## config.mk

```make
export PLATFORM = sky130hd
export DESIGN_NAME = obj_engine
export DESIGN_NICKNAME = d
export VERILOG_FILES = /design/src/rtl/obj_pkg.sv /design/src/rtl/obj_engine.sv /design/src/rtl/obj_mixer.sv /design/src/rtl/obj_shifter.sv /design/src/rtl/obj_loader.sv
export VERILOG_INCLUDE_DIRS = /design/src /design/src/rtl
export SDC_FILE = /design/constraint.sdc
export NUM_CORES = 1
export LEC_CHECK = 0
export BUFFER_PORTS_ARGS = -buffer_cell sky130_fd_sc_hd__buf_4
export CAP_MARGIN = 20
export CORE_ASPECT_RATIO = 1.5
export CORE_MARGIN = 4
export CORE_UTILIZATION = 62
export CTS_BUF_LIST = sky130_fd_sc_hd__clkbuf_2
export CTS_CLUSTER_DIAMETER = 50
export DETAILED_ROUTE_END_ITERATION = 8
export PLACE_DENSITY = 0.9
export SETUP_SLACK_MARGIN = 0.02
export SYNTH_ARGS = -nofsm -noshare
export SYNTH_HDL_FRONTEND = slang
export SYNTH_SLANG_ARGS = --single-unit
```

## constraint.sdc

```tcl
create_clock -name clk -period 2.9 [get_ports clk]
set_input_delay 0 -clock clk [delete_from_list [all_inputs] [get_ports clk]]
set_output_delay 0 -clock clk [all_outputs]
set_load 0.01 [all_outputs]
```

## src/rtl/obj_cfg.svh

```systemverilog
/* sprite unit sizing, shared by package and RTL
   OBJ_SLOTS works from 2 to 8
   OBJ_ADDR_W must stay equal to code width plus row width */

`ifndef OBJ_CFG_SVH
`define OBJ_CFG_SVH

// sprites drawn per line
`define OBJ_SLOTS 4

// tile code and row within tile
`define OBJ_CODE_W 9
`define OBJ_ROW_W 4

// rom address = {code, row}
`define OBJ_ADDR_W (`OBJ_CODE_W + `OBJ_ROW_W)

`endif
```

## src/rtl/obj_pkg.sv

```systemverilog
/* sprite unit types
   a pixel value of zero is transparent
   ROM rows are 32 bits, plane 1 in the upper half */

`include "obj_cfg.svh"

package obj_pkg;

    // one sprite entry handed over by the scanner, 25 bits
    typedef struct packed {
        logic [7:0]             x;      // first column drawn
        logic [`OBJ_CODE_W-1:0] code;   // tile number
        logic [`OBJ_ROW_W-1:0]  row;    // line within tile
        logic [2:0]             colour;
        logic                   hflip;  // mirrored output
    } obj_attr_t;

    // what the loader writes into one slot, 44 bits
    typedef struct packed {
        logic [7:0]  x;
        logic [2:0]  colour;
        logic        hflip;
        logic [15:0] plane1;    // msb of pixel value
        logic [15:0] plane0;    // lsb of pixel value
    } obj_slot_t;

    // slot or mixer pixel
    typedef struct packed {
        logic [2:0] colour;
        logic [1:0] value;      // 0 = transparent
    } obj_pix_t;

endpackage

```

## src/rtl/obj_engine.sv

```systemverilog
/* sprite pixel unit top level
   every clock is one pixel, pix lags h by one clock
   sprite selection for the line comes from outside through attr_we */

`timescale 1ns/1ps
`include "obj_cfg.svh"

module obj_engine (
    input  logic                    clk,
    input  logic                    arst_n,
    input  logic                    line_start,
    input  logic                    attr_we,
    input  obj_pkg::obj_attr_t      attr,
    input  logic [7:0]              h,
    input  logic                    vb,
    output logic [`OBJ_ADDR_W-1:0]  rom_addr,
    output logic                    rom_rd,
    input  logic [31:0]             rom_data,
    output obj_pkg::obj_pix_t       pix
);
    import obj_pkg::*;

    logic [`OBJ_SLOTS-1:0]  slot_we;                // one write per slot
    obj_slot_t              slot_data;              // shared load bus
    obj_pix_t               slot_pix [`OBJ_SLOTS];  // slot outputs to mixer

    obj_loader u_loader (
        .clk        (clk),
        .arst_n     (arst_n),
        .line_start (line_start),
        .attr_we    (attr_we),
        .attr       (attr),
        .rom_data   (rom_data),
        .rom_addr   (rom_addr),
        .rom_rd     (rom_rd),
        .slot_we    (slot_we),
        .slot_data  (slot_data)
    );

    // slot index doubles as priority, 0 is in front
    genvar g;
    generate
        for (g = 0; g < `OBJ_SLOTS; g++) begin : g_slot
            obj_shifter u_shifter (
                .clk        (clk),
                .arst_n     (arst_n),
                .line_start (line_start),
                .load       (slot_we[g]),
                .load_data  (slot_data),
                .h          (h),
                .pix        (slot_pix[g])
            );
        end
    endgenerate

    obj_mixer u_mixer (
        .clk        (clk),
        .arst_n     (arst_n),
        .vb         (vb),
        .slot_pix   (slot_pix),
        .pix        (pix)
    );

endmodule

```

## src/rtl/obj_mixer.sv

```systemverilog
/* fixed priority mixer, slot 0 on top
   one clock of latency, vb blanks the value and keeps the colour */

`timescale 1ns/1ps
`include "obj_cfg.svh"

module obj_mixer (
    input  logic                clk,
    input  logic                arst_n,
    input  logic                vb,
    input  obj_pkg::obj_pix_t   slot_pix [`OBJ_SLOTS],
    output obj_pkg::obj_pix_t   pix
);
    import obj_pkg::*;

    obj_pix_t win;  // front-most opaque pixel

    // walk from the back so the lowest opaque slot is written last
    always_comb begin
        win = '0;   // nothing opaque, transparent black
        for (int i = `OBJ_SLOTS - 1; i >= 0; i--) begin
            if (slot_pix[i].value != 2'b00) begin
                win = slot_pix[i];
            end
        end
    end

    always_ff @(posedge clk or negedge arst_n) begin
        if (!arst_n) begin
            pix <= '0;
        end else begin
            pix.colour <= win.colour;
            pix.value  <= vb ? 2'b00 : win.value;  // blank during vb
        end
    end

endmodule

```

## src/rtl/obj_shifter.sv

```systemverilog
/* one sprite slot, 16 pixels of 2 bits
   fires once per load when h hits x, pixel is combinational on h
   output is all zero while idle or disarmed */

`timescale 1ns/1ps

module obj_shifter (
    input  logic                clk,
    input  logic                arst_n,
    input  logic                line_start,
    input  logic                load,
    input  obj_pkg::obj_slot_t  load_data,
    input  logic [7:0]          h,
    output obj_pkg::obj_pix_t   pix
);
    import obj_pkg::*;

    obj_slot_t   slot_q;    // x, colour, flip and both planes
    logic        armed;     // loaded and waiting for x
    logic [4:0]  run_cnt;   // pixels left after the current one
    logic        start;
    logic        busy;
    logic        active;    // a pixel is on the output this cycle
    logic [1:0]  lead;

    assign start  = armed && (h == slot_q.x);
    assign busy   = (run_cnt != 5'd0);
    assign active = start || busy;

    // leading bits, mirrored sprites read from the top end
    assign lead = slot_q.hflip ? {slot_q.plane1[15], slot_q.plane0[15]}
                               : {slot_q.plane1[0],  slot_q.plane0[0]};

    always_comb begin
        pix = '0;
        if (active) begin
            pix.colour = slot_q.colour;
            pix.value  = lead;
        end
    end

    // planes load on write and shift one bit per drawn pixel
    always_ff @(posedge clk) begin
        if (load) begin
            slot_q <= load_data;
        end else if (active) begin
            if (slot_q.hflip) begin
                slot_q.plane1 <= {slot_q.plane1[14:0], 1'b0};
                slot_q.plane0 <= {slot_q.plane0[14:0], 1'b0};
            end else begin
                slot_q.plane1 <= {1'b0, slot_q.plane1[15:1]};
                slot_q.plane0 <= {1'b0, slot_q.plane0[15:1]};
            end
        end
    end

    always_ff @(posedge clk or negedge arst_n) begin
        if (!arst_n) begin
            armed   <= 1'b0;
            run_cnt <= 5'd0;
        end else if (line_start) begin
            armed   <= 1'b0;        // slots never carry over a line
            run_cnt <= 5'd0;
        end else if (load) begin
            armed   <= 1'b1;
            run_cnt <= 5'd0;
        end else if (start) begin
            armed   <= 1'b0;        // one pass per load
            run_cnt <= 5'd15;       // first pixel already out
        end else if (busy) begin
            run_cnt <= run_cnt - 5'd1;
        end
    end

endmodule

```

## src/rtl/obj_loader.sv

```systemverilog
/* attribute loader, runs during hblank
   attr_we strobes must be at least 2 clocks apart, ROM has 1 clock latency
   sprites past OBJ_SLOTS in one line get no ROM read and are dropped */

`timescale 1ns/1ps
`include "obj_cfg.svh"

module obj_loader (
    input  logic                    clk,
    input  logic                    arst_n,
    input  logic                    line_start,
    input  logic                    attr_we,
    input  obj_pkg::obj_attr_t      attr,
    input  logic [31:0]             rom_data,
    output logic [`OBJ_ADDR_W-1:0]  rom_addr,
    output logic                    rom_rd,
    output logic [`OBJ_SLOTS-1:0]   slot_we,
    output obj_pkg::obj_slot_t      slot_data
);
    import obj_pkg::*;

    // pointer has to reach OBJ_SLOTS itself to mark the bank full
    localparam int PTR_W = $clog2(`OBJ_SLOTS + 1);

    obj_attr_t          attr_q;     // held until its rom row is back
    logic               req_q;      // strobe seen last cycle
    logic               wr_q;       // rom data arrives this cycle
    logic [PTR_W-1:0]   ptr;        // next free slot
    logic [PTR_W-1:0]   wr_slot;    // slot for the pending write
    logic               full;

    assign full = (ptr == PTR_W'(`OBJ_SLOTS));

    // attribute payload
    always_ff @(posedge clk) begin
        if (attr_we) attr_q <= attr;
    end

    // read goes out one clock after the strobe
    assign rom_rd   = req_q && !full;
    assign rom_addr = {attr_q.code, attr_q.row};    // code then row

    always_ff @(posedge clk or negedge arst_n) begin
        if (!arst_n) begin
            req_q   <= 1'b0;
            wr_q    <= 1'b0;
            ptr     <= '0;
            wr_slot <= '0;
        end else if (line_start) begin
            // new line, start filling from slot 0
            req_q   <= 1'b0;
            wr_q    <= 1'b0;
            ptr     <= '0;
        end else begin
            req_q <= attr_we;
            wr_q  <= rom_rd;
            if (rom_rd) begin
                wr_slot <= ptr;         // claim the slot now
                ptr     <= ptr + 1'b1;  // stops at OBJ_SLOTS via full
            end
        end
    end

    // one-hot write into the claimed slot
    always_comb begin
        for (int i = 0; i < `OBJ_SLOTS; i++) begin
            slot_we[i] = wr_q && (wr_slot == PTR_W'(i));
        end
    end

    // attr_q is still stable here, next strobe lands at the earliest now
    always_comb begin
        slot_data.x      = attr_q.x;
        slot_data.colour = attr_q.colour;
        slot_data.hflip  = attr_q.hflip;
        slot_data.plane1 = rom_data[31:16];
        slot_data.plane0 = rom_data[15:0];
    end

endmodule

```

==> flow_summary_export.csv <==
group,metric,value,unit
run_status,outcome,"finished clean",
global_routing,grt_max_degree,79,
yosys,postSynth.asyncResetShare,15.5,%
timing,period_needed,2.77,ns
cells_and_area,nFillCells,952,
setup_path,end_kind,"flop",
place,port_buffers,88,
global_routing,grt_use_met3,5.95,%
global_routing,grt_pass1_wl,48.3,mm
setup_path,cp_num_cells,6,
yosys,synth_seq_area_share,63.1,%
yosys,synthMuxAreaShare,11.0,%
setup_path,crit_end,"g_slot[3].u_shifter.run_cnt[1]",
setup_path,r2r_cells,6,
drt,via_per_inst,6.11,
global_routing,antenna_found_initial,1,
setup_path,crit_path_start,"g_slot[3].u_shifter.slot_q[43]",
cts,cts_tree,"yes",
die,core-area,17400,um^2
cells_and_area,drive_above_1_share,17.9,%
timing,totalNegativeSetupSlack,0,ns
yosys,synth_area_leaders,"edfxtp_1 55%, mux2i_1 11%, dfrtp_1 8.4%",
pwr,p_leak,5.42,nW
die,die_h,171,um
yosys,ys.flop_type,"edfxtp_1",
timing,clock.fmax,361,MHz
setup_path,cp.required,3.58,ns
drt,dr.pass1.iters,6,
place,gp_congestion,0.865,
drt,drc,0,
yosys,avgSynthCellArea,12.3,um^2
yosys,synth_cell_type_count,50,
cts,clockBufferDepth,3,
yosys,netlist_instances,896,
timing,hold_violations,0,
yosys,syn_area,11000,um^2
yosys,yosysMostFrequentCell,"edfxtp_1",
setup_path,crit_family,"buffers and inverters",
setup_path,cp-start-kind,"flop",
setup_path,max_stage_delay,0.73,ns
yosys,synth-simple-area-share,9.71,%
timing,worstMarginPinSlew,0.799,ns
cts,clk_latency,0.88,ns
yosys,synth_compound_area_share,9.01,%
setup_path,critPathKind,"flop to flop",
die,die-area,20000,um^2
setup_path,path_buf_inv,2,
yosys,synth_common_cells,"201 x edfxtp_1, 156 x nand2_1, 129 x o21ai_0",
cts,cts.clk_slew.worst_paths,0.14,ns
run,maxCapViolCount,0,
global_routing,gr-total-overflow,0,
hold_path,hold_path_class,"primary input to flop",
timing,rsz0062_at_grt,"false",
yosys,synth-seq-cells,238,
setup_path,r2r-end,"g_slot[3].u_shifter.run_cnt[1]",
cts,cts-root-buf,"clkbuf_2",
die,io_pins,89,
timing,setup_viol,0,
drt,routed_wl,31.6,mm
place,place.detailed.hpwl,17.7,mm
timing,fin_skew,0.113,ns
die,start_util,63.3,%
cts,htree_levels,2,
yosys,synth_top_area_cell,"edfxtp_1",
timing,maxSlewViolCount,0,
yosys,synth_top_family_by_area,"multiplexers",
place,placed_cell_area,11900,um^2
setup_path,cp_max_fo,5,
die,rows,59,
yosys,ys_warn_count,0,
cells_and_area,fin_area,13700,um^2
setup_path,worstPathArrival,3.45,ns
timing,slew_headroom,46.7,%
global_routing,use_met2,55.6,%
cells_and_area,multi_input_area,3820,um^2
cells_and_area,area_growth,23.8,%
setup_path,r2r_start,"g_slot[3].u_shifter.slot_q[43]",
cts,clkSinkCount,238,
setup_path,crit_chain,"xor2_1, nor4_2, dlygate4sd3_1, nand4_2, dlygate4sd3_1, a21oi_1",
drt,avgRoutedWirePerCell,22.7,um
cts,cts_setup_buffers,0,
yosys,synth_edf_count,201,
cts,numCtsBuffers,55,
pwr,ir_drop,0.609,mV
global_routing,grt_util_all_layers,32.3,%
drt,drt_iter0_drc,910,
pwr,power_density,881,nW/um^2
hold_path,hp-start,"rom_data[26]",
cells_and_area,nNetsFinal,1212,
yosys,synth_top_area_share,54.7,%
yosys,yosys.area_share.xor_xnor,3.73,%
global_routing,grt_use_met1,33.6,%
global_routing,top_usage_layer,"met2",
die,die_w,117,um
timing,post-route-period-util,95.4,%
setup_path,crit_top_cell,"dlygate4sd3_1",
cells_and_area,seqCellArea,6960,um^2
yosys,yosys.area_share.adder,1.02,%
drt,vias,8495,
drt,ant_nets,0,
yosys,syn-num-nets,975,
global_routing,first_global_vias,9039,
setup_path,slowest_stage,"dlygate4sd3_1",
setup_path,r2r_slack,0.13,ns
-- registers in the layout, indices dropped and copies added (netlist names) --
| register | cells |
|---|---|
| u_loader.rom_addr | 13 |
| u_loader.req_q | 1 |
| g_slot.u_shifter.run_cnt | 20 |
| g_slot.u_shifter.armed | 4 |
| u_loader.wr_slot | 3 |
| u_mixer.pix | 5 |
| u_loader.slot_data | 12 |
| g_slot.u_shifter.slot_q | 176 |
| u_loader.ptr | 3 |
| u_loader.wr_q | 1 |
-- cell families (layout without fill, tap and decap cells) --
family,Yosys count,after routing
flip-flops,238,238
AND/OR/NAND/NOR,237,237
AO/OA/AOI/OAI,177,177
multiplexers,121,121
buffers and inverters,67,347
XOR/XNOR,47,47
adder cells (fa/ha/maj),9,9
other,0,1
-- what timing repair did --
action	in CTS	in global routing
hold buffers	120	1
setup endpoints to repair	0	32
resized for setup	0	2
endpoints found under the hold margin	252	1
-- per-layer routing --
| layer | part of all wire [%] | routed length, um | vias up |
|---|---|---|---|
| met5 | 0 | 0 | - |
| met3 | 6.9 | 2180 | 192 |
| li1 | - | - | 3756 |
| met4 | 9.8 | 3100 | 0 |
| met2 | 52 | 16300 | 543 |
| met1 | 32 | 9980 | 4004 |
-- layout by cell type, fill, tap and decap left out, types with 3 or more instances in the layout --
cell	n
clkbuf_2	79
a222oi_1	3
nand2b_1	10
nand3_1	4
a21oi_1	23
o21ai_0	129
nor4_1	3
xnor2_1	21
xor2_1	26
a221oi_1	5
or3_1	4
and2_1	3
inv_1	18
mux2_2	5
nand4_1	3
or2_2	3
dfrtp_1	37
nor3_1	11
nor2_1	20
ha_1	9
edfxtp_1	201
clkinv_1	19
buf_4	105
dlygate4sd3_1	120
nand3b_1	3
mux2i_1	116
nand2_1	156
nor2b_1	4
-- worst reg2reg max path, stage by stage (launching register included) --
cell,delay (ns)
edfxtp_1,0.40
xor2_1,0.18
nor4_2,0.26
dlygate4sd3_1,0.62
nand4_2,0.21
dlygate4sd3_1,0.73
a21oi_1,0.22
-- report_power, final --
| part | internal, mW | switching [mW] |
|---|---|---|
| Combinational | 1.45 | 2.12 |
| Sequential | 5.52 | 0.834 |
| Clock | 0.736 | 1.36 |
-- worst min path at each step --
stage	endpoint	depth (start not counted)
2_1_floorplan	g_slot[0].u_shifter.armed	0
3_3_place_gp	u_loader.ptr[0]	1
3_5_place_dp	u_loader.ptr[0]	1
4_1_cts	g_slot[0].u_shifter.slot_q[9]	4
5_1_grt	g_slot[1].u_shifter.slot_q[23]	4
6_report	g_slot[2].u_shifter.slot_q[26]	4
-- area by class of cell --
| cell class | count | share of cell area [%] |
|---|---|---|
| Clock inverter | 21 | 0.623 |
| Clock buffer | 79 | 2.90 |
| Antenna cell | 1 | 0.0183 |
| Multi-Input combinational cell | 591 | 28.0 |
| Inverter | 19 | 0.522 |
| Timing Repair Buffer | 228 | 15.0 |
| Sequential cell | 238 | 51.0 |
| Tap cell | 213 | 1.95 |
-- metrics by stage --
stage	cells	util (%)	hold WS, ns	total power, mW	setup WS (ns)
floorplan	896	-	-0.296	8.26	0.482
global placement	1168	68.5	-0.0176	9.28	0.640
detailed placement	1168	68.5	-0.00644	9.54	0.565
CTS	1388	78.2	0.000494	11.7	0.0881
global route	1390	78.4	0.0000182	12.6	0.0489
finish	1390	78.4	0.0655	12.0	0.132
Note: power is estimated with default switching activity, not from simulation.
